==> config.mk <==
export PLATFORM = sky130hd
export DESIGN_NAME = pb_reg_block
export DESIGN_NICKNAME = d
export VERILOG_FILES = /design/src/design/pb_pkg.sv /design/src/design/pb_reg_block.sv
export SDC_FILE = /design/constraint.sdc
export NUM_CORES = 1
export LEC_CHECK = 0
export ABC_AREA = 1
export BUFFER_PORTS_ARGS = -buffer_cell sky130_fd_sc_hd__buf_2
export CAP_MARGIN = 20
export CORE_MARGIN = 4
export CORE_UTILIZATION = 54
export DETAILED_ROUTE_END_ITERATION = 8
export GPL_TIMING_DRIVEN = 0
export PLACE_DENSITY = 0.77
export SLEW_MARGIN = 20
export SYNTH_ARGS = -nofsm -noshare
export SYNTH_HDL_FRONTEND = slang
export SYNTH_SLANG_ARGS = --single-unit
export TNS_END_PERCENT = 1
==> constraint.sdc <==
create_clock -name clk -period 3.65 [get_ports clk]
set_input_delay 0.1825 -clock clk [delete_from_list [all_inputs] [get_ports clk]]
set_output_delay 0.1825 -clock clk [all_outputs]
set_load 0.01 [all_outputs]
==> src/design/pb_pkg.sv <==
package pb_pkg;

    // ====================
    // Sizes
    // ====================
    localparam int data_byte_wid = 8;
    localparam int data_wid      = data_byte_wid * 8;
    localparam int mem_depth     = 512;
    localparam int mem_addr_wid  = $clog2(mem_depth);

    // Per-packet metadata, carried on every beat
    localparam int tid_wid   = 8;
    localparam int tdest_wid = 12;
    localparam int tuser_wid = 32;
    localparam int meta_wid  = tid_wid + tdest_wid + tuser_wid;

    // Packet length in bytes
    localparam int len_wid = 11;

    // ====================
    // Register map
    // ====================
    localparam int reg_addr_wid = 3;
    localparam int reg_data_wid = 32;

    localparam logic [reg_addr_wid-1:0] reg_info_mem_size = 3'd0;
    localparam logic [reg_addr_wid-1:0] reg_info_meta_wid = 3'd1;
    // Ready [0], busy [1], done [2]
    localparam logic [reg_addr_wid-1:0] reg_status        = 3'd2;
    // Enable [0], start pulse [1], clear done [2]
    localparam logic [reg_addr_wid-1:0] reg_control       = 3'd3;
    localparam logic [reg_addr_wid-1:0] reg_wr_addr       = 3'd4;
    localparam logic [reg_addr_wid-1:0] reg_wr_data_lo    = 3'd5;
    // Write commits the word
    localparam logic [reg_addr_wid-1:0] reg_wr_data_hi    = 3'd6;
    localparam logic [reg_addr_wid-1:0] reg_pkt_addr      = 3'd7;

    // Playback engine states
    localparam logic [1:0] eng_idle  = 2'd0;
    localparam logic [1:0] eng_desc  = 2'd1;
    localparam logic [1:0] eng_beats = 2'd2;

    // ====================
    // Memory word
    // ====================
    // Descriptor or data beat, same 64 bits
    typedef union packed {
        struct packed {
            logic [data_wid-len_wid-meta_wid-1:0] pad;
            logic [len_wid-1:0]                   len;
            logic [tid_wid-1:0]                   tid;
            logic [tdest_wid-1:0]                 tdest;
            logic [tuser_wid-1:0]                 tuser;
        } desc;
        // Lane 0 is the top byte
        logic [0:data_byte_wid-1][7:0] beat;
    } mem_word_u;

endpackage

==> src/design/pb_reg_block.sv <==
module pb_reg_block (
    input  logic                            clk,
    input  logic                            arst_n,
    // Host register port
    input  logic                            reg_wr,
    input  logic                            reg_rd,
    input  logic [pb_pkg::reg_addr_wid-1:0] reg_addr,
    input  logic [pb_pkg::reg_data_wid-1:0] reg_wdata,
    output logic [pb_pkg::reg_data_wid-1:0] reg_rdata,
    output logic                            reg_rvalid,
    // Memory requester
    output logic                            mem_req,
    output logic                            mem_we,
    output logic [pb_pkg::mem_addr_wid-1:0] mem_addr,
    output logic [pb_pkg::data_wid-1:0]     mem_wdata,
    input  logic                            mem_gnt,
    // Playback control
    output logic                            start,
    output logic [pb_pkg::mem_addr_wid-1:0] start_addr,
    input  logic                            busy,
    input  logic                            done_pulse
);

    logic                            ready;
    logic [pb_pkg::mem_addr_wid-1:0] clr_addr;
    logic                            enable;
    logic                            done;
    logic [pb_pkg::mem_addr_wid-1:0] wr_addr;
    logic [pb_pkg::mem_addr_wid-1:0] pkt_addr;
    logic [pb_pkg::reg_data_wid-1:0] wdata_lo;
    logic                            pend;
    logic [pb_pkg::mem_addr_wid-1:0] pend_addr;
    logic [pb_pkg::data_wid-1:0]     pend_data;
    logic                            wr_ctrl;
    logic                            commit;

    assign wr_ctrl = reg_wr && (reg_addr == pb_pkg::reg_control);
    // High half write commits only once the clear is done
    assign commit  = reg_wr && (reg_addr == pb_pkg::reg_wr_data_hi) && ready;

    // ====================
    // Clear sweep
    // ====================
    always_ff @(posedge clk or negedge arst_n)
    begin
        if (!arst_n)
        begin
            clr_addr <= '0;
            ready    <= 1'b0;
        end
        else if (!ready && mem_gnt)
        begin
            clr_addr <= clr_addr + 1'b1;
            // Last word zeroed
            if (clr_addr == pb_pkg::mem_addr_wid'(pb_pkg::mem_depth - 1))
            begin
                ready <= 1'b1;
            end
        end
    end

    // ====================
    // Control registers
    // ====================
    always_ff @(posedge clk or negedge arst_n)
    begin
        if (!arst_n)
        begin
            enable   <= 1'b0;
            done     <= 1'b0;
            start    <= 1'b0;
            pend     <= 1'b0;
            wr_addr  <= '0;
            pkt_addr <= '0;
        end
        else
        begin
            pend  <= commit || (pend && !mem_gnt);
            // Start needs enable in the same write
            start <= wr_ctrl && reg_wdata[1] && reg_wdata[0] && ready;
            if (wr_ctrl)
            begin
                enable <= reg_wdata[0];
            end
            // Sticky until host clears it
            if (done_pulse)
            begin
                done <= 1'b1;
            end
            else if (wr_ctrl && reg_wdata[2])
            begin
                done <= 1'b0;
            end
            if (reg_wr && (reg_addr == pb_pkg::reg_wr_addr))
            begin
                wr_addr <= reg_wdata[pb_pkg::mem_addr_wid-1:0];
            end
            else if (commit)
            begin
                wr_addr <= wr_addr + 1'b1;
            end
            if (reg_wr && (reg_addr == pb_pkg::reg_pkt_addr))
            begin
                pkt_addr <= reg_wdata[pb_pkg::mem_addr_wid-1:0];
            end
        end
    end

    // Word assembly
    always_ff @(posedge clk)
    begin
        if (reg_wr && (reg_addr == pb_pkg::reg_wr_data_lo))
        begin
            wdata_lo <= reg_wdata;
        end
        if (commit)
        begin
            pend_data <= {reg_wdata, wdata_lo};
            pend_addr <= wr_addr;
        end
    end

    // Sweep writes zeros until ready
    // Then the committed word
    assign mem_req    = !ready || pend;
    assign mem_we     = mem_req;
    assign mem_addr   = ready ? pend_addr : clr_addr;
    assign mem_wdata  = ready ? pend_data : '0;
    assign start_addr = pkt_addr;

    // ====================
    // Register reads
    // ====================
    always_ff @(posedge clk or negedge arst_n)
    begin
        if (!arst_n)
        begin
            reg_rvalid <= 1'b0;
        end
        else
        begin
            reg_rvalid <= reg_rd;
        end
    end

    always_ff @(posedge clk)
    begin
        if (reg_rd)
        begin
            case (reg_addr)
                pb_pkg::reg_info_mem_size:
                    reg_rdata <= pb_pkg::reg_data_wid'(pb_pkg::mem_depth);
                pb_pkg::reg_info_meta_wid:
                    reg_rdata <= pb_pkg::reg_data_wid'(pb_pkg::meta_wid);
                // Busy covers the start cycle too
                pb_pkg::reg_status:
                    reg_rdata <= pb_pkg::reg_data_wid'({done, busy || start, ready});
                pb_pkg::reg_control:
                    reg_rdata <= pb_pkg::reg_data_wid'(enable);
                pb_pkg::reg_wr_addr:
                    reg_rdata <= pb_pkg::reg_data_wid'(wr_addr);
                pb_pkg::reg_wr_data_lo:
                    reg_rdata <= wdata_lo;
                pb_pkg::reg_wr_data_hi:
                    reg_rdata <= pend_data[pb_pkg::data_wid-1:pb_pkg::reg_data_wid];
                default:
                    reg_rdata <= pb_pkg::reg_data_wid'(pkt_addr);
            endcase
        end
    end

    a_rd_wr_excl: assert property (@(posedge clk) disable iff (!arst_n)
        !(reg_wr && reg_rd));

endmodule

==> metrics.csv <==
stage;metric;value;unit
cts;clk_lat worst skew;0.43;ns
setup_path;crit path from;ready;
timing;final hold violations;0;
layout;share of cells above drive strength 1;26.84;%
layout;multi-input logic area;0.001520;mm^2
power;Power Density;501.9;mW/mm^2
setup_path;CP max FO;10;
global_route;vias in the first global route;4980;
yosys;main combinational cell family by area after synthesis;simple AND/OR/NAND/NOR gates;
cts;post-CTS setup buffer count;0;
placed_design;Inst Count DP;934;
setup_path;crit start category;flop;
floorplan;full die area;0.01473;mm^2
yosys;syn_area_per_cell;11.59;um^2
timing;setup violators final;0;
timing;Final min period;2.119;ns
detailed_routing;Remaining DRCs;0;
global_route;Overflow after GRT;0;
detailed_routing;via count;5056;
yosys;most common cell in the synthesized netlist;nand2_1;
floorplan;core box area;0.01262;mm^2
yosys;Post-Synth XOR/XNOR Area;1.136;%
setup_path;Most Frequent Cell on Critical Path;buf_2;
detailed_routing;DR pass1 iterations;5;
yosys;Synth top area share;59.28;%
timing;Worst-Margin Slew;0.8392;ns
setup_path;r2r setup slk;2.01;ns
floorplan;Die H;121.4;um
layout;Area Growth Syn to Fin;29.91;%
floorplan;num ports;160;
yosys;Synth area leaders;edfxtp_1 59%, dfrtp_1 12%, nand2_1 10%;
layout;ANT cells;0;
floorplan;num rows;41;
detailed_routing;Vias/cell;5.061;
yosys;Post-Synth Adder-Cell Area;0.5408;%
setup_path;cell count along the critical path;5;
cts;Num CTS Buffers;17;
yosys;Post-synth top cells;190 x nand2_1, 137 x edfxtp_1, 93 x inv_1;
global_route;antenna violations before repair;0;
layout;Filler cells;895;
setup_path;worst endpoint required time;3.47;ns
setup_path;Crit path max-delay family;buffers and inverters;
detailed_routing;post-DR wirelength/cell;16.79;um
status;status;finished clean;
hold_path;Hold Crit Class;input pin to flop;
placed_design;DP Worst Slack;1.905;ns
yosys;syn nets;644;
setup_path;CP Capture Point;mem_we;
yosys;register area share after synthesis;71.17;%
layout;Register Area;0.004940;mm^2
yosys;Post-synth ARST share;19.41;%
cts;htree depth;4;
yosys;YS warnings;0;
setup_path;Slowest cell on crit path;buf_1;
timing;fin worst setup slack;1.531;ns
setup_path;Worst R2R End;pend_data[10];
yosys;synthesized flop and latch total;170;
cts;clk sinks;170;
yosys;cells after synthesis;599;
detailed_routing;Final ANT Viol Nets;0;
yosys;post-synthesis compound-gate area fraction;4.128;%
timing;Final Cycle Share;58.06;%
cts;clock root buffer;clkbuf_16;
detailed_routing;final wirelength;16780;um
floorplan;Initial Utilization;55.00;%
setup_path;Cell Chain, Critical Path;buf_2, buf_1, nand2_1, buf_4, buf_2;
timing;clock skew;0.01016;ns
cts;post-cts sizing count;0;
cts;CTS tree;yes;
setup_path;Arr. time, crit path;1.94;ns
global_route;largest net degree at the start of global routing;34;
setup_path;CP max stage delay;0.50;ns
power;Worst VDD drop;0.0002742;V
cts;CTS Buffer Depth;2;
setup_path;crit path kind;flop to output pin;
placed_design;Final HPWL DP;11570;um
placed_design;gp weighted congestion;0.8926;
yosys;ys flop type;edfxtp_1;
timing;Slew HR;44.05;%
detailed_routing;DR iter-0 viols;512;
yosys;cell area after synthesis;0.006940;mm^2
yosys;mux contribution to synthesized area;0;%
layout;Nets;859;
cts;Clock transition at path regs;0.06;ns
flow_run;max_cap viols;0;
setup_path;WP buf/inv;4;
setup_path;Worst R2R Path Depth;4;
placed_design;IO Port Bufs;157;
setup_path;Critical Path Sink Type;output pin;
setup_path;Worst R2R Start;ready;
timing;RSZ-0062 raised after global routing;no;
yosys;Distinct cells, synth;28;
timing;Final Max Tran Viols;0;
yosys;Post-synth EDFFs;137;
yosys;dominant cell type by area after synthesis;edfxtp_1;
global_route;first-pass GRT wire length;25790;um
global_route;total track usage;23.56;%
timing;Highest Clock Rate;0.4719;GHz
power;Lkg Pwr;4.275;nW
yosys;simple-gate share of the synthesized area;15.81;%
floorplan;width of the die;121.4;um
layout;Finished Layout Cells;999;
## cells in the final DEF, fill, tap and decap left out, drive strengths merged, types with 9 or more instances in the layout
master	Yosys	final
a22o	22	22
buf	16	179
clkbuf	5	22
clkinv	0	9
dfrtp	33	33
dlygate4sd3	0	33
edfxtp	137	137
inv	98	100
nand2	191	191
nand3	30	30
nand4	15	15
nor2	15	15
o21ai	11	11
## logic make-up (layout without fill, tap and decap cells)
| logic type | after synthesis | after routing |
|---|---|---|
| adders and majority gates | 3 | 3 |
| buffers and inverters | 119 | 347 |
| and+or+nand+nor | 261 | 261 |
| xor gates and xnor gates | 9 | 9 |
| DFF | 170 | 170 |
| AOI/OAI and AO/OA | 37 | 37 |
## area by class of cell
type                    count  area share, %
plain buffers              21          1.415
multi-input cells         310          16.86
clock inverters            15          2.193
flip-flops and latches    170          54.79
inverters                  98          4.135
repair buffers            196          13.50
clock buffers              17          4.718
well taps                 172          2.387
## worst min path at each step
stage | end | slack [ns] | cells after the start | startpoint
floorplan | clr_addr[0] | -0.11 | 0 | arst_n
global placement | clr_addr[3] | 0.28 | 1 | arst_n
detailed placement | clr_addr[3] | 0.30 | 1 | arst_n
CTS | pend_data[36] | 0.006 | 1 | reg_wdata[4]
global route | pend_data[36] | 0.01 | 1 | reg_wdata[4]
finish | wdata_lo[4] | 0.03 | 1 | reg_wdata[4]
## flip-flops by register name (all words and copies together) (netlist names)
| signal | count |
|---|---|
| done | 1 |
| wdata_lo | 32 |
| start | 1 |
| start_addr | 9 |
| pend_data | 64 |
| ready | 1 |
| clr_addr | 9 |
| wr_addr | 9 |
| reg_rdata | 32 |
| pend | 1 |
| pend_addr | 9 |
| reg_rvalid | 1 |
| enable | 1 |
## repair_timing
action                                  4_1_cts  5_1_grt
endpoints found under the setup margin        0        0
hold endpoints to repair                     96        0
hold buffers                                 33        0
## power breakdown
group | total (mW) | switching [mW] | internal (mW) | leakage [nW]
clock network | 1.88 | 0.737 | 1.15 | 0.311
logic | 0.350 | 0.201 | 0.150 | 2.29
registers | 2.29 | 0.0863 | 2.21 | 1.68
total | 4.53 | 1.02 | 3.50 | 4.27
## through the flow
step	setup TNS [ns]	hold slack, ns	utilization (%)	power, mW	instance area (um^2)
global placement	-47.02	0.2789	62.98	2.632	7948
CTS	0	0.005601	71.45	4.540	9016
detailed placement	0	0.2983	63.89	2.652	8063
global route	0	0.01335	71.45	4.684	9016
floorplan	0	-0.1131	-	2.480	6947
finish	0	0.03103	71.45	4.525	9016
## routing by layer
layer | up-vias | wire length [um] | track usage, %
li1 | 2410 | - | -
met2 | 231 | 8328 | 38.20
met4 | 0 | 445 | 10.43
met1 | 2376 | 6958 | 30.93
met3 | 39 | 1046 | 4.802
met5 | - | 0 | 0
Power figures use the tool's default switching activity.
