**config.mk**
```make
export PLATFORM = sky130hd
export DESIGN_NAME = pb_playback_engine
export DESIGN_NICKNAME = d
export VERILOG_FILES = /design/src/design/pb_pkg.sv /design/src/design/pb_playback_engine.sv
export SDC_FILE = /design/constraint.sdc
export NUM_CORES = 1
export LEC_CHECK = 0
export ABC_AREA = 0
export BUFFER_PORTS_ARGS = -buffer_cell sky130_fd_sc_hd__buf_2
export CORE_MARGIN = 1
export CORE_UTILIZATION = 61
export CTS_CLUSTER_DIAMETER = 60
export DETAILED_ROUTE_END_ITERATION = 8
export PLACE_DENSITY = 0.92
export SYNTH_ARGS = -nofsm -noshare
export SYNTH_HDL_FRONTEND = slang
export SYNTH_SLANG_ARGS = --single-unit
export TNS_END_PERCENT = 50
```
**constraint.sdc**
```tcl
create_clock -name clk -period 11.3 [get_ports clk]
set_clock_uncertainty 0.1 [all_clocks]
set_input_delay 2.26 -clock clk [delete_from_list [all_inputs] [get_ports clk]]
set_output_delay 2.26 -clock clk [all_outputs]
set_load 0.01 [all_outputs]
```
**src/design/pb_pkg.sv**
```systemverilog
package pb_pkg;

    // ====================
    // Sizes
    // ====================
    localparam int data_byte_wid = 8;
    localparam int data_wid      = data_byte_wid * 8;
    localparam int mem_depth     = 512;
    localparam int mem_addr_wid  = $clog2(mem_depth);

    // Per-packet metadata, carried on every beat
    localparam int tid_wid   = 8;
    localparam int tdest_wid = 12;
    localparam int tuser_wid = 32;
    localparam int meta_wid  = tid_wid + tdest_wid + tuser_wid;

    // Packet length in bytes
    localparam int len_wid = 11;

    // ====================
    // Register map
    // ====================
    localparam int reg_addr_wid = 3;
    localparam int reg_data_wid = 32;

    localparam logic [reg_addr_wid-1:0] reg_info_mem_size = 3'd0;
    localparam logic [reg_addr_wid-1:0] reg_info_meta_wid = 3'd1;
    // Ready [0], busy [1], done [2]
    localparam logic [reg_addr_wid-1:0] reg_status        = 3'd2;
    // Enable [0], start pulse [1], clear done [2]
    localparam logic [reg_addr_wid-1:0] reg_control       = 3'd3;
    localparam logic [reg_addr_wid-1:0] reg_wr_addr       = 3'd4;
    localparam logic [reg_addr_wid-1:0] reg_wr_data_lo    = 3'd5;
    // Write commits the word
    localparam logic [reg_addr_wid-1:0] reg_wr_data_hi    = 3'd6;
    localparam logic [reg_addr_wid-1:0] reg_pkt_addr      = 3'd7;

    // Playback engine states
    localparam logic [1:0] eng_idle  = 2'd0;
    localparam logic [1:0] eng_desc  = 2'd1;
    localparam logic [1:0] eng_beats = 2'd2;

    // ====================
    // Memory word
    // ====================
    // Descriptor or data beat, same 64 bits
    typedef union packed {
        struct packed {
            logic [data_wid-len_wid-meta_wid-1:0] pad;
            logic [len_wid-1:0]                   len;
            logic [tid_wid-1:0]                   tid;
            logic [tdest_wid-1:0]                 tdest;
            logic [tuser_wid-1:0]                 tuser;
        } desc;
        // Lane 0 is the top byte
        logic [0:data_byte_wid-1][7:0] beat;
    } mem_word_u;

endpackage

```
**src/design/pb_playback_engine.sv**
```systemverilog
module pb_playback_engine (
    input  logic                             clk,
    input  logic                             arst_n,
    // From the register block
    input  logic                             start,
    input  logic [pb_pkg::mem_addr_wid-1:0]  start_addr,
    output logic                             busy,
    output logic                             done_pulse,
    // Memory reads
    output logic                             mem_req,
    output logic [pb_pkg::mem_addr_wid-1:0]  mem_addr,
    input  logic                             mem_gnt,
    input  logic                             mem_rvalid,
    input  logic [pb_pkg::data_wid-1:0]      mem_rdata,
    // AXI4-Stream out
    output logic                             axis_tvalid,
    input  logic                             axis_tready,
    output logic [pb_pkg::data_wid-1:0]      axis_tdata,
    output logic [pb_pkg::data_byte_wid-1:0] axis_tkeep,
    output logic                             axis_tlast,
    output logic [pb_pkg::tid_wid-1:0]       axis_tid,
    output logic [pb_pkg::tdest_wid-1:0]     axis_tdest,
    output logic [pb_pkg::tuser_wid-1:0]     axis_tuser
);

    logic [1:0]                       state;
    logic                             desc_issued;
    // Beats left to issue, bytes left to receive
    logic [pb_pkg::len_wid-1:0]       beats_left;
    logic [pb_pkg::len_wid-1:0]       rx_left;
    logic [1:0]                       in_flight;
    logic                             room;
    pb_pkg::mem_word_u                word;
    logic                             rx_desc;
    logic                             rx_beat;
    logic                             beat_last;
    logic [pb_pkg::data_byte_wid-1:0] beat_keep;
    logic [pb_pkg::data_wid-1:0]      beat_data;
    logic [pb_pkg::meta_wid-1:0]      cur_meta;
    // Two-entry output buffer
    logic [pb_pkg::data_wid-1:0]      buf_data [2];
    logic [pb_pkg::data_byte_wid-1:0] buf_keep [2];
    logic                             buf_last [2];
    logic [pb_pkg::meta_wid-1:0]      buf_meta [2];
    logic [1:0]                       buf_cnt;
    logic                             wr_ptr;
    logic                             rd_ptr;
    logic                             pop;

    // ====================
    // Read issue
    // ====================
    // Buffer must hold every outstanding read
    assign room     = ({1'b0, buf_cnt} + {1'b0, in_flight}) < 3'd2;
    assign mem_req  = room && ((state == pb_pkg::eng_beats) ||
                               ((state == pb_pkg::eng_desc) && !desc_issued));
    assign busy     = state != pb_pkg::eng_idle;

    // Returns come in order, so an empty byte count means descriptor
    assign word    = mem_rdata;
    assign rx_desc = mem_rvalid && (rx_left == '0);
    assign rx_beat = mem_rvalid && (rx_left != '0);

    always_ff @(posedge clk or negedge arst_n)
    begin
        if (!arst_n)
        begin
            state       <= pb_pkg::eng_idle;
            desc_issued <= 1'b0;
            mem_addr    <= '0;
            beats_left  <= '0;
            rx_left     <= '0;
            done_pulse  <= 1'b0;
        end
        else
        begin
            done_pulse <= 1'b0;
            if (mem_gnt)
            begin
                mem_addr <= mem_addr + 1'b1;
            end
            if (rx_beat)
            begin
                rx_left <= beat_last ? '0 : rx_left - pb_pkg::len_wid'(pb_pkg::data_byte_wid);
            end
            case (state)
                pb_pkg::eng_idle:
                    if (start)
                    begin
                        mem_addr    <= start_addr;
                        desc_issued <= 1'b0;
                        state       <= pb_pkg::eng_desc;
                    end
                pb_pkg::eng_desc:
                begin
                    if (mem_gnt)
                    begin
                        desc_issued <= 1'b1;
                    end
                    // Length zero ends the list
                    if (rx_desc && (word.desc.len == '0))
                    begin
                        state      <= pb_pkg::eng_idle;
                        done_pulse <= 1'b1;
                    end
                    else if (rx_desc)
                    begin
                        rx_left    <= word.desc.len;
                        beats_left <= (word.desc.len >> 3) +
                                      pb_pkg::len_wid'(word.desc.len[2:0] != 3'd0);
                        state      <= pb_pkg::eng_beats;
                    end
                end
                default:
                    if (mem_gnt)
                    begin
                        beats_left <= beats_left - 1'b1;
                        // Next descriptor sits right after the last beat
                        if (beats_left == pb_pkg::len_wid'(1))
                        begin
                            state       <= pb_pkg::eng_desc;
                            desc_issued <= 1'b0;
                        end
                    end
            endcase
        end
    end

    // ====================
    // Beat shaping
    // ====================
    assign beat_last = rx_left <= pb_pkg::len_wid'(pb_pkg::data_byte_wid);
    // Partial last beat fills lanes from the top
    assign beat_keep = (beat_last && (rx_left[2:0] != 3'd0)) ?
                       ~({pb_pkg::data_byte_wid{1'b1}} >> rx_left[2:0]) : '1;

    // Unused lanes forced to zero
    always_comb
    begin
        for (int i = 0; i < pb_pkg::data_byte_wid; i++)
        begin
            beat_data[pb_pkg::data_wid-1-8*i -: 8] =
                beat_keep[pb_pkg::data_byte_wid-1-i] ? word.beat[i] : 8'h00;
        end
    end

    // ====================
    // Output buffer
    // ====================
    assign pop = axis_tvalid && axis_tready;

    always_ff @(posedge clk or negedge arst_n)
    begin
        if (!arst_n)
        begin
            in_flight <= '0;
            buf_cnt   <= '0;
            wr_ptr    <= 1'b0;
            rd_ptr    <= 1'b0;
        end
        else
        begin
            in_flight <= in_flight + 2'(mem_gnt) - 2'(mem_rvalid);
            buf_cnt   <= buf_cnt + 2'(rx_beat) - 2'(pop);
            wr_ptr    <= wr_ptr ^ rx_beat;
            rd_ptr    <= rd_ptr ^ pop;
        end
    end

    always_ff @(posedge clk)
    begin
        if (rx_desc)
        begin
            cur_meta <= {word.desc.tid, word.desc.tdest, word.desc.tuser};
        end
        if (rx_beat)
        begin
            buf_data[wr_ptr] <= beat_data;
            buf_keep[wr_ptr] <= beat_keep;
            buf_last[wr_ptr] <= beat_last;
            buf_meta[wr_ptr] <= cur_meta;
        end
    end

    // Head entry drives the stream
    assign axis_tvalid = buf_cnt != 2'd0;
    assign axis_tdata  = buf_data[rd_ptr];
    assign axis_tkeep  = buf_keep[rd_ptr];
    assign axis_tlast  = buf_last[rd_ptr];
    assign {axis_tid, axis_tdest, axis_tuser} = buf_meta[rd_ptr];

    a_axis_hold: assert property (@(posedge clk) disable iff (!arst_n)
        axis_tvalid && !axis_tready |=> axis_tvalid && $stable(axis_tdata) &&
        $stable(axis_tkeep) && $stable(axis_tlast) && $stable(axis_tid) &&
        $stable(axis_tdest) && $stable(axis_tuser));

endmodule

```
==> metrics.md <==
| Metric | Value |
|---|---|
| Status | `finished, final reports clean` |
| PD cells | `245 mW/mm2` |
| Top FF cell, synth | `edfxtp_1` |
| Vias in the first global route | `7440` |
| DP Wirelength | `16.2 mm` |
| Cell variety after synth | `49` |
| Hold Path Depth | `0` |
| Worst slack, placed | `6.19 ns` |
| Max Fclk | `0.188 GHz` |
| Reg2reg path depth | `5` |
| Final ANT Viol Nets | `0` |
| Synth Area in Compound Gates | `3.04%` |
| Initial antenna violation count | `4` |
| CTS tree | `built` |
| Crit-path max FO | `64` |
| Area growth syn-to-layout | `17.4%` |
| Part of the cycle the worst path needs | `47.0%` |
| Final hold slack | `0.337 ns` |
| Clock Sinks | `343` |
| GPL Wtd Cong | `0.899` |
| Post-synthesis adder-cell area fraction | `1.26%` |
| All-Layer GR Usage | `22.8%` |
| Port Buffers | `216` |
| Via density per instance | `5.65` |
| Yosys Warn Count | `0` |
| CORE AREA | `0.0218 mm2` |
| Slew margin rel. | `28.1%` |
| CTS H-tree lvls | `2` |
| Post-synthesis xor/xnor area fraction | `1.43%` |
| Clock root buffer | `clkbuf_16` |
| Post-synth EDFFs | `302` |
| Most common cell after layout, fill and taps aside | `edfxtp_1` |
| Combinational family with the most area after synthesis | `multiplexers` |
| WL/cell | `19.4 um` |
| Max cap viols | `0` |
| Clk slew on worst S/H paths | `0.06 ns` |
| Arrival @ worst endpoint | `2.95 ns` |
| Largest net degree at the start of global routing | `70` |
| Nets@finish | `1114` |
| DRC violations left | `0` |
| CTS max path bufs | `3` |
| Gr ovfl total | `0` |
| Share of cells above drive strength 1 | `38.4%` |
| Routed WL | `25.8 mm` |
| Cell Area, Synth | `0.0135 mm2` |
| Post-synth ARST share | `12.0%` |
| CP startpoint kind | `flip-flop` |
| Initial DRC Count | `457` |
| Rows | `54` |
| Die area | `0.0227 mm2` |
| Slew @ Worst Pin | `1.07 ns` |
| Die Ht | `151 um` |
| Clk Latency, worst-skew pair | `0.50 ns` |
| Required @ worst endpoint | `8.94 ns` |
| CP Capture Type | `primary output` |
| Seq cells post-synth | `343` |
| Peak supply drop | `0.150 mV` |
| Setup WS post-layout | `5.99 ns` |
| Die Width | `151 um` |
| First-pass DRT Iterations | `4` |
| CTS Buf Count | `34` |
| Mux share of post-synthesis cell area | `10.9%` |
| Initial Utilization | `62.0%` |
| First-pass GRT wire length | `38.8 mm` |
| # IOs | `217` |
| Synth Area per Inst | `16.9 um2` |
| Leak pwr | `5.79 nW` |
| RSZ-0062 raised after global routing | `no` |
| Most frequent cells in the layout | `edfxtp_1, buf_2, mux2_2, nand2_1, and2_1` |
| Synth Area in Simple Gates | `7.00%` |
| Synth Instances | `800` |
| Crit path time final | `5.31 ns` |
| Final setup vio count | `0` |
| Final hold violation count | `0` |
| Sequential fraction of the synthesis area | `74.8%` |
| Setup bufs post-CTS | `0` |
| Vias | `7510` |
| Setup TNS | `0 ns` |
| Fin. max-slew vios | `0` |
| Resize count post-CTS | `0` |
| Hold buffers post-CTS | `0` |
| Crit path kind | `flip-flop to primary output` |
| HP Class | `flip-flop to flip-flop` |
## sequential cells by signal (all words and copies together) (netlist names)
signal       cells
buf_keep        16
done_pulse       1
beats_left      11
wr_ptr           1
buf_meta       104
state            2
buf_last         2
rx_left         11
cur_meta        52
desc_issued      1
mem_addr         9
buf_data       128
in_flight        2
buf_cnt          2
rd_ptr           1
## logic make-up (layout without fill, tap and decap cells)
group / after synthesis / count (layout)
mux: 131 / 131
xor+xnor: 22 / 22
fa+ha+maj: 13 / 13
buf+inv: 51 / 297
flops: 343 / 343
compound gates: 64 / 64
other cells: 1 / 4
simple gates: 175 / 175
## synth_stat cells (all sizes together), types with 2 or more instances
master	number	area share [%]
or4	4	0.25
or4b	3	0.22
xor2	7	0.45
nor2	20	0.57
nand3	12	0.44
buf	5	0.30
nor2b	15	0.70
dfrtp	41	7.6
nand4	3	0.14
o2bb2ai	2	0.13
inv	16	0.44
a22o	6	0.39
o41ai	2	0.13
nand2	42	1.2
xnor2	15	0.97
mux2	126	11
o22ai	3	0.14
and2	41	1.9
nand2b	5	0.23
edfxtp	302	67
o31ai	4	0.22
and3	3	0.14
and2b	4	0.22
or3	5	0.23
nor4	5	0.23
clkbuf	30	0.83
nor3	10	0.37
ha	12	1.1
o21ai	24	0.97
a21o	2	0.11
a21oi	16	0.65
mux2i	5	0.37
## routing by layer
metal / part of all wire [%] / global-route usage [%] / vias up
met5: 0.12 / 0 / -
met4: 3.1 / 8.65 / 4
met3: 7.5 / 4.73 / 63
met2: 51 / 39.3 / 305
met1: 38 / 28.3 / 3692
li1: - / - / 3446
## cell type report
type / count / area (um2)
repair buffers: 220 / 1110
fillers: 1272 / 5900
well taps: 280 / 350
inverters: 16 / 60.1
diodes: 2 / 5.00
flip-flops and latches: 343 / 10100
clock inverters: 20 / 97.6
clock buffers: 41 / 898
multi-input cells: 407 / 3230
## worst max-delay path: stages (launching register included)
cell and delay [ns]:
dfrtp_4 1.00, buf_4 0.80, mux2_2 0.44, buf_2 0.14
## stage by stage
step / power (mW) / area (um2) / instances / util (%)
after floorplan: 2.52 / 13500 / 801 / -
after global placement: 2.85 / 14900 / 1266 / 68.3
after detailed placement: 2.89 / 14900 / 1266 / 68.3
after CTS: 3.91 / 15800 / 1327 / 72.8
after global routing: 4.07 / 15800 / 1328 / 72.8
final: 3.88 / 15900 / 1329 / 72.9
## report_power, final
part / internal (mW) / switching, mW / leakage, nW
clock network: 0.568 / 0.448 / 0.490
logic: 0.468 / 0.571 / 2.03
registers: 1.67 / 0.157 / 3.28
## final timing paths
path | endpoint | start | slack [ns]
min reg2reg | buf_meta[1][23] | cur_meta[23] | 0.34
max in group asynchronous | rd_ptr | arst_n | 8.58
min in group asynchronous | beats_left[2] | arst_n | 1.82
min | buf_meta[1][23] | cur_meta[23] | 0.34
max reg2reg | buf_data[1][47] | rx_left[6] | 7.47
max | axis_tuser[16] | rd_ptr | 5.99
(Power assumes the default switching activity.)
