**src/design/pb_pkg.sv**
```systemverilog
package pb_pkg;

    // ====================
    // Sizes
    // ====================
    localparam int data_byte_wid = 8;
    localparam int data_wid      = data_byte_wid * 8;
    localparam int mem_depth     = 512;
    localparam int mem_addr_wid  = $clog2(mem_depth);

    // Per-packet metadata, carried on every beat
    localparam int tid_wid   = 8;
    localparam int tdest_wid = 12;
    localparam int tuser_wid = 32;
    localparam int meta_wid  = tid_wid + tdest_wid + tuser_wid;

    // Packet length in bytes
    localparam int len_wid = 11;

    // ====================
    // Register map
    // ====================
    localparam int reg_addr_wid = 3;
    localparam int reg_data_wid = 32;

    localparam logic [reg_addr_wid-1:0] reg_info_mem_size = 3'd0;
    localparam logic [reg_addr_wid-1:0] reg_info_meta_wid = 3'd1;
    // Ready [0], busy [1], done [2]
    localparam logic [reg_addr_wid-1:0] reg_status        = 3'd2;
    // Enable [0], start pulse [1], clear done [2]
    localparam logic [reg_addr_wid-1:0] reg_control       = 3'd3;
    localparam logic [reg_addr_wid-1:0] reg_wr_addr       = 3'd4;
    localparam logic [reg_addr_wid-1:0] reg_wr_data_lo    = 3'd5;
    // Write commits the word
    localparam logic [reg_addr_wid-1:0] reg_wr_data_hi    = 3'd6;
    localparam logic [reg_addr_wid-1:0] reg_pkt_addr      = 3'd7;

    // Playback engine states
    localparam logic [1:0] eng_idle  = 2'd0;
    localparam logic [1:0] eng_desc  = 2'd1;
    localparam logic [1:0] eng_beats = 2'd2;

    // ====================
    // Memory word
    // ====================
    // Descriptor or data beat, same 64 bits
    typedef union packed {
        struct packed {
            logic [data_wid-len_wid-meta_wid-1:0] pad;
            logic [len_wid-1:0]                   len;
            logic [tid_wid-1:0]                   tid;
            logic [tdest_wid-1:0]                 tdest;
            logic [tuser_wid-1:0]                 tuser;
        } desc;
        // Lane 0 is the top byte
        logic [0:data_byte_wid-1][7:0] beat;
    } mem_word_u;

endpackage

```
**src/design/pb_mem_arbiter.sv**
```systemverilog
module pb_mem_arbiter (
    input  logic                            clk,
    input  logic                            arst_n,
    // Register block, writes only
    input  logic                            reg_req,
    input  logic                            reg_we,
    input  logic [pb_pkg::mem_addr_wid-1:0] reg_addr,
    input  logic [pb_pkg::data_wid-1:0]     reg_wdata,
    output logic                            reg_gnt,
    // Playback engine, reads only
    input  logic                            eng_req,
    input  logic [pb_pkg::mem_addr_wid-1:0] eng_addr,
    output logic                            eng_gnt,
    output logic                            eng_rvalid,
    output logic [pb_pkg::data_wid-1:0]     mem_rdata_out,
    // Packet memory port
    output logic                            mem_we,
    output logic [pb_pkg::mem_addr_wid-1:0] mem_addr,
    output logic [pb_pkg::data_wid-1:0]     mem_wdata,
    input  logic [pb_pkg::data_wid-1:0]     mem_rdata
);

    // Engine read issued last cycle
    logic eng_rd_q;

    // Fixed priority, register block first
    assign reg_gnt = reg_req;
    assign eng_gnt = eng_req && !reg_req;

    // Forward the winner
    assign mem_we    = reg_gnt && reg_we;
    assign mem_addr  = reg_gnt ? reg_addr : eng_addr;
    assign mem_wdata = reg_wdata;

    always_ff @(posedge clk or negedge arst_n)
    begin
        if (!arst_n)
        begin
            eng_rd_q <= 1'b0;
        end
        else
        begin
            eng_rd_q <= eng_gnt;
        end
    end

    // Read data lines up with the marker
    assign eng_rvalid    = eng_rd_q;
    assign mem_rdata_out = mem_rdata;

    // One owner of the port per cycle
    a_one_grant: assert property (@(posedge clk) disable iff (!arst_n)
        !(reg_gnt && eng_gnt));

endmodule

```
**config.mk**
```make
export PLATFORM = sky130hd
export DESIGN_NAME = pb_mem_arbiter
export DESIGN_NICKNAME = d
export VERILOG_FILES = /design/src/design/pb_pkg.sv /design/src/design/pb_mem_arbiter.sv
export SDC_FILE = /design/constraint.sdc
export NUM_CORES = 1
export LEC_CHECK = 0
export BUFFER_PORTS_ARGS = -buffer_cell sky130_fd_sc_hd__buf_2
export CORE_AREA = 2 2 113 115
export DETAILED_ROUTE_END_ITERATION = 10
export DIE_AREA = 0 0 115 117
export REMOVE_ABC_BUFFERS = 1
export SYNTH_ARGS = -nofsm -noshare
export SYNTH_HDL_FRONTEND = slang
export SYNTH_SLANG_ARGS = --single-unit
```
**constraint.sdc**
```tcl
create_clock -name clk -period 0.8 [get_ports clk]
set_clock_uncertainty 0.05 [all_clocks]
set_input_delay 0.12 -clock clk [delete_from_list [all_inputs] [get_ports clk]]
set_output_delay 0.12 -clock clk [all_outputs]
set_load 0.05 [all_outputs]
```
==> results_dict.tcl, run 1 <==
set metrics [dict create \
    outcome "finished with violations" \
    failed_checks "negative setup slack" \
    drive_above_1_share_pct 96.1 \
    relSlewSlack_pct 83.7 \
    layout.cells.non_filler 204 \
    final.fill_count 1459 \
    grt_max_degree 7 \
    cpMaxStageDelayCell "mux2_4" \
    synth_area_mm2 0.00115 \
    die_area_mm2 0.0135 \
    path_delay_family "buffers and inverters" \
    path_common_cell "buf_12" \
    row_count 41 \
    fin_nets 204 \
    initial_core_util_pct 9.36 \
    totalWireLength_mm 12.7 \
    wire_per_inst_um 62.4 \
    grt_pass1_vias 499 \
    grt_first_pass_wirelength_mm 13.4 \
    yosysUniqueCellTypes 7 \
    max_cap_viol_count 0 \
    fmax_mhz 1000 \
    critPathCaptureType "output pin" \
    p_per_area_mw_per_mm2 769 \
    criticalPathCategory "input pin to output pin" \
    netlist_instances 142 \
    p_leak_uw 0.000303 \
    cpPeakStageDelay_ps 310 \
    area_delta_synth_final_pct -37.4 \
    synth_seq_cells 1 \
    hp-class "input pin to output pin" \
    hold_start "reg_wdata[60]" \
    yosys_warnings 0 \
    yosysSeqAreaShare_pct 2.17 \
    drv_slew 0 \
    worst-path-max-fanout 6 \
    fin_crit_sh_pct 125 \
    die_w_um 115 \
    multi_input_area_um2 153 \
    pin_count 292 \
    drc 0 \
    first_iter_violations 26 \
    dpl-instance-area_um2 556 \
    worst_pin_slew_ps 247 \
    overflow 0 \
    setup_ws_ps -199 \
    setup_violations 11 \
    crit_buf_inv 3 \
    largest_reg_flops 1 \
    arrival_ps 830 \
    ir_drop_mv 0.172 \
    start_kind "input pin" \
    final_design_area_no_fill_um2 722 \
    rsz0062_at_grt "true" \
    seq_area_um2 25.0 \
    firstDrtPassIters 4 \
    portBuffers 35 \
    post_drt_via_cell_ratio 2.88 \
    fin_util_pct 5.86 \
    synth_area_per_cell_um2 8.12 \
    pre_cts_slack_ps -288 \
    grt_usage_pct 17.2 \
    core_mm2 0.0123 \
    gp_congestion 0.804 \
    dp.cells 198 \
    ant_nets 0 \
    crit_chain "buf_12, buf_12, mux2_4, buf_8" \
    startpoint "reg_req" \
    required_ps 630 \
    finalHoldViolations 0 \
    antenna_found_initial 3 \
    vias 587 \
    chipHeight_um 117 \
    period_needed_ps 999 \
]
## stage by stage
| step | TNS, ps | hold WS (ps) | total power, uW |
|---|---|---|---|
| CTS | -1940 | 191 | 547 |
| floorplan | 0 | -226 | 283 |
| global route | -2100 | 190 | 574 |
| global placement | -2690 | -156 | 438 |
| detailed placement | -2770 | -155 | 437 |
| finish | -1960 | 190 | 555 |
## logic make-up (layout without fill, tap and decap cells)
family	Yosys count	after routing	synth area share [%]
buffers and inverters	130	39	85.0
flip-flops	1	1	2.17
other	0	3	0
AND/OR/NAND/NOR	2	2	1.41
multiplexers	9	9	11.4
## worst paths after layout
check                                       end  slack (ps)  cells past startpoint
setup / recovery                    mem_addr[5]        -200                      4
hold / removal                    mem_wdata[60]         190                      0
max in group asynchronous  eng_rvalid$_DFF_PN0_         220                      2
min in group asynchronous  eng_rvalid$_DFF_PN0_         400                      2
## synth_stat cells (all sizes together)
| cell | instances | share of area, % |
|---|---|---|
| buf | 130 | 85 |
| mux2 | 9 | 11 |
| and2 | 1 | 0.65 |
| and2b | 1 | 0.76 |
| dfrtp | 1 | 2.2 |
## cell usage in the layout (no fill, tap or decap), drive strengths merged
| cell type | count |
|---|---|
| buf | 38 |
| diode | 3 |
| mux2 | 9 |
| dfrtp | 1 |
| dlygate4sd3 | 1 |
| and2b | 1 |
| and2 | 1 |
## per-layer routing
layer  GRT usage, %  share of wire (%)
met1           12.2                 22
met2           25.5                 44
met3           26.7                 33
met4          0.964               0.68
met5           3.33               0.42
## what timing repair did
item | 4_1_cts | 5_1_grt
endpoints found under the hold margin | 1 | 0
cloned | 1 | 0
gates resized for setup | 32 | 5
hold buffers | 1 | 0
endpoints found under the setup margin | 12 | 11
buffers inserted | 0 | 1
## where the power goes
part	leakage (uW)	switching, uW	internal, uW
clock network	0.0000000190	0	0.000502
logic	0.000291	269	231
registers	0.0000129	0.465	54.0
total	0.000303	270	285
## area by class of cell
type	instances	share of cell area (%)
timing repair buffer	39	48.4
tap	150	26.0
multi-input combinational	11	21.1
sequential	1	3.47
antenna	3	1.04
No activity file was read; power rests on OpenSTA's default activity.
==> run 2: changes to the inputs <==
- SKIP_LAST_GASP: not set -> 1
==> run 2 against run 1 <==
The run still ends with negative setup slack left. Core utilization decreased by 0.051 points. Critical endpoint unchanged. Sequential cell count unchanged. First-iteration DRC count increased by 19%. Cell count unchanged. Largest power group unchanged. Worst hold slack about the same. Sequential power about the same. Largest cell class unchanged.
==> results_dict.tcl, run 2 (synthesized netlist as in run 1, its figures left out) <==
set metrics [dict create \
    largest_reg_flops 1 \
    post_drt_via_cell_ratio 2.94 \
    wire_per_inst_um 62.4 \
    final_common_cell "buf_2" \
    die_w_um 115 \
    firstDrtPassIters 4 \
    chipHeight_um 117 \
    start_kind "input pin" \
    initial_core_util_pct 9.36 \
    grt_pass1_vias 499 \
    setup_ws_ps -201 \
    grt_first_pass_wirelength_mm 13.4 \
    first_iter_violations 31 \
    totalWireLength_mm 12.7 \
    required_ps 630 \
    fmax_mhz 999 \
    antenna_found_initial 3 \
    fin_nets 204 \
    critPathCaptureType "output pin" \
    drive_above_1_share_pct 96.1 \
    die_area_mm2 0.0135 \
    final.fill_count 1458 \
    dpl-instance-area_um2 556 \
    final_design_area_no_fill_um2 716 \
    whs_path_depth 0 \
    ant_nets 0 \
    overflow 0 \
    failed_checks "negative setup slack" \
    period_needed_ps 1000 \
    arrival_ps 830 \
    finalHoldViolations 0 \
    pin_count 292 \
    seq_area_um2 25.0 \
    row_count 41 \
    outcome "finished with violations" \
    pre_cts_slack_ps -288 \
    max_cap_viol_count 0 \
    vias 600 \
    drc 0 \
    portBuffers 35 \
    rsz0062_at_grt "true" \
    hp-class "input pin to output pin" \
    criticalPathCategory "input pin to output pin" \
    holdPathEnd "mem_rdata_out[35]" \
    core_mm2 0.0123 \
    grt_max_degree 7 \
    relSlewSlack_pct 83.3 \
    p_leak_uw 0.000301 \
    drv_slew 0 \
    fin_crit_sh_pct 125 \
    final_cell_mix "23 x buf_2, 9 x mux2_4, 8 x buf_6" \
    setup_violations 12 \
    gp_congestion 0.804 \
    ir_drop_mv 0.172 \
    p_per_area_mw_per_mm2 771 \
    area_delta_synth_final_pct -37.9 \
    grt_usage_pct 17.2 \
    worst-path-max-fanout 6 \
    hold_start "mem_rdata[35]" \
    multi_input_area_um2 153 \
    worst_pin_slew_ps 252 \
]
## run 2: cell counts in the layout (fill, tap and decap cells not counted)
Identical to the previous run, type by type.
## run 2: per-stage QoR
stage / utilization [%] / TNS [ps] / hold slack (ps) / total power (uW) / std cells
CTS: 5.63 / -1940 / 191 / 547 / 200
finish: 5.81 / -2020 / 191 / 552 / 204
global placement: 4.51 / -2690 / -156 / 438 / 198
global route: 5.75 / -2160 / 190 / 570 / 201
floorplan: - / 0 / -226 / 283 / 12
detailed placement: 4.51 / -2770 / -155 / 437 / 198
## run 2: layout make-up
| class | count | share of cell area (%) |
|---|---|---|
| repair buffers | 39 | 47.9 |
| diodes | 3 | 1.05 |
| well taps | 150 | 26.2 |
| multi-input cells | 11 | 21.3 |
| flip-flops and latches | 1 | 3.50 |
## run 2: per-layer routing
layer  track usage, %  up-vias  routed length [um]
met5             3.33        -                  55
met4            0.964        2                  82
met1             12.2      263                2830
met2             25.5      200                5530
met3             26.7        4                4230
li1                 -      131                   -
## run 2: worst max-delay path by stage
| stage | slack [ps] | cells past startpoint | start | endpoint |
|---|---|---|---|---|
| after floorplan | 40 | 0 | eng_rvalid$_DFF_PN0_ | eng_rvalid |
| after global placement | -280 | 4 | reg_req | mem_addr[6] |
| after CTS | -210 | 4 | reg_req | mem_addr[5] |
| after global routing | -210 | 4 | reg_req | mem_addr[5] |
| after detailed placement | -290 | 4 | reg_req | mem_addr[6] |
| final | -200 | 4 | reg_req | mem_addr[5] |
## run 2: power breakdown
group / switching, uW / internal, uW / total, uW
clock: 0 / 0.000502 / 0.000502
sequential: 0.465 / 54.0 / 54.5
combinational: 269 / 228 / 497
total: 269 / 282 / 552
## run 2: what timing repair did
action | in CTS | in global routing
buffers inserted | 0 | 1
endpoints found under the hold margin | 1 | 0
cloned | 1 | 0
gates resized for setup | 32 | 2
hold buffers | 1 | 0
setup endpoints to repair | 12 | 11
## run 2: critical path: stages
cell	delay, ps
buf_12	110
buf_12	140
mux2_4	310
buf_8	150
==> run 3: changes to the inputs <==
- BUFFER_PORTS_ARGS: -buffer_cell sky130_fd_sc_hd__buf_2 -> not set
- CORE_AREA: 2 2 113 115 -> 2 2 112 114
- DIE_AREA: 0 0 115 117 -> 0 0 114 116
- DONT_BUFFER_PORTS: not set -> 1
- clock period: 0.8 -> 0.9 ns (I/O delays scaled with it)
==> run 3 against run 2 <==
The run now ends clean. Sequential share of layout area is 3.0 points higher. Combinational power is 51% lower. Worst setup slack better by 340 ps. Worst hold slack better by 30 ps. First-iteration DRC count is 13% higher. Sequential cell count stayed put. Cell count is 21% lower. Critical endpoint is now mem_addr[6]. Largest power group unchanged.
==> results_dict.tcl, run 3 (synthesized netlist as in run 1, its figures left out) <==
set metrics [dict create \
    share_comb_of_total_power_pct 82.9 \
    final.fill_count 1413 \
    whs_path_depth 0 \
    initial_core_util_pct 9.67 \
    max_cap_viol_count 0 \
    worst-path-max-fanout 12 \
    hp-class "input pin to output pin" \
    grt_first_pass_wirelength_mm 12.5 \
    portBuffers 0 \
    arrival_ps 580 \
    totalPowerFinal_uw 292 \
    area_delta_synth_final_pct -66.4 \
    fin_crit_sh_pct 84.5 \
    gp_congestion 0.815 \
    vias 430 \
    crit_buf_inv 0 \
    drc 0 \
    finalHoldViolations 0 \
    antenna_found_initial 0 \
    ir_drop_mv 0.0936 \
    cts-resized-gates 0 \
    drv_slew 0 \
    first_iter_violations 35 \
    critPathCaptureType "output pin" \
    firstDrtPassIters 4 \
    wire_per_inst_um 73.7 \
    outcome "complete, no violations" \
    pin_count 292 \
    totalWireLength_mm 11.9 \
    post_drt_via_cell_ratio 2.67 \
    holdPathEnd "mem_rdata_out[17]" \
    period_needed_ps 761 \
    overflow 0 \
    grt_usage_pct 16.2 \
    fmax_mhz 1310 \
    cpPeakStageDelay_ps 440 \
    path_delay_family "multiplexers" \
    cpMaxStageDelayCell "mux2_2" \
    startpoint "reg_req" \
    intPower_uw 115 \
    crit_chain "mux2_2" \
    setup_tns_ps 0 \
    criticalPathCategory "input pin to output pin" \
    grt_max_degree 13 \
    start_kind "input pin" \
    antennaDiodeCount 0 \
    core_mm2 0.0119 \
    relSlewSlack_pct 82.1 \
    clockPowerShare_pct 0 \
    switching_share_pct 60.7 \
    hold_start "mem_rdata[17]" \
    p_seq_share_pct 17.1 \
    ant_nets 0 \
    fin_nets 167 \
    grt_pass1_vias 397 \
    final_common_cell "mux2_4" \
    largest_reg_flops 1 \
    die_w_um 114 \
    rsz0062_at_grt "false" \
    switching_power_uw 178 \
    drive_above_1_share_pct 85.7 \
    p_leak_uw 0.000104 \
    worst_pin_slew_ps 269 \
    p_per_area_mw_per_mm2 756 \
    chipHeight_um 116 \
    die_area_mm2 0.0132 \
    setup_violations 0 \
    row_count 40 \
    required_ps 710 \
]
[run 3: worst max-delay path by stage]
stage | cells past startpoint | to
2_1_floorplan | 0 | eng_rvalid
3_3_place_gp | 1 | mem_addr[6]
3_5_place_dp | 1 | mem_addr[6]
4_1_cts | 1 | mem_addr[6]
5_1_grt | 1 | mem_addr[6]
6_report | 1 | mem_addr[6]
[run 3: layer usage]
metal	wire, um	vias to the layer above	GRT usage [%]
met2	5160	202	24.0
met5	55	-	5.19
met3	4030	2	26.4
met4	14	2	0.163
met1	2600	174	11.1
li1	-	50	-
[run 3: metrics by stage]
| stage | area, um^2 | hold WS (ps) | cells | util [%] | setup WS [ps] |
|---|---|---|---|---|---|
| 2_1_floorplan | 173 | -211 | 12 | - | 129 |
| 3_3_place_gp | 377 | -211 | 160 | 3.16 | 133 |
| 3_5_place_dp | 377 | -211 | 160 | 3.16 | 139 |
| 4_1_cts | 387 | 221 | 161 | 3.25 | 139 |
| 5_1_grt | 387 | 220 | 161 | 3.25 | 139 |
| 6_report | 387 | 220 | 161 | 3.25 | 139 |
[run 3: final cells by class]
class	count	area, um^2	share of cell area [%]
well taps	147	184	47.6
multi-input cells	11	148	38.2
repair buffers	2	30.0	7.77
flip-flops and latches	1	25.0	6.47
[run 3: repair_timing]
item                                    in CTS  in global routing
setup buffers                                0                  0
endpoints found under the setup margin       0                  0
hold buffers                                 1                  0
hold endpoints to repair                     1                  0
[run 3: power by group through the flow]
| stage | Sequential [uW] | Combinational (uW) | Clock, uW |
|---|---|---|---|
| finish | 50.1 | 242 | 0 |
| global route | 50.1 | 247 | 0 |
| CTS | 50.1 | 247 | 0 |
| detailed placement | 50.0 | 244 | 0 |
| global placement | 50.1 | 243 | 0 |
| floorplan | 57.0 | 195 | 0 |
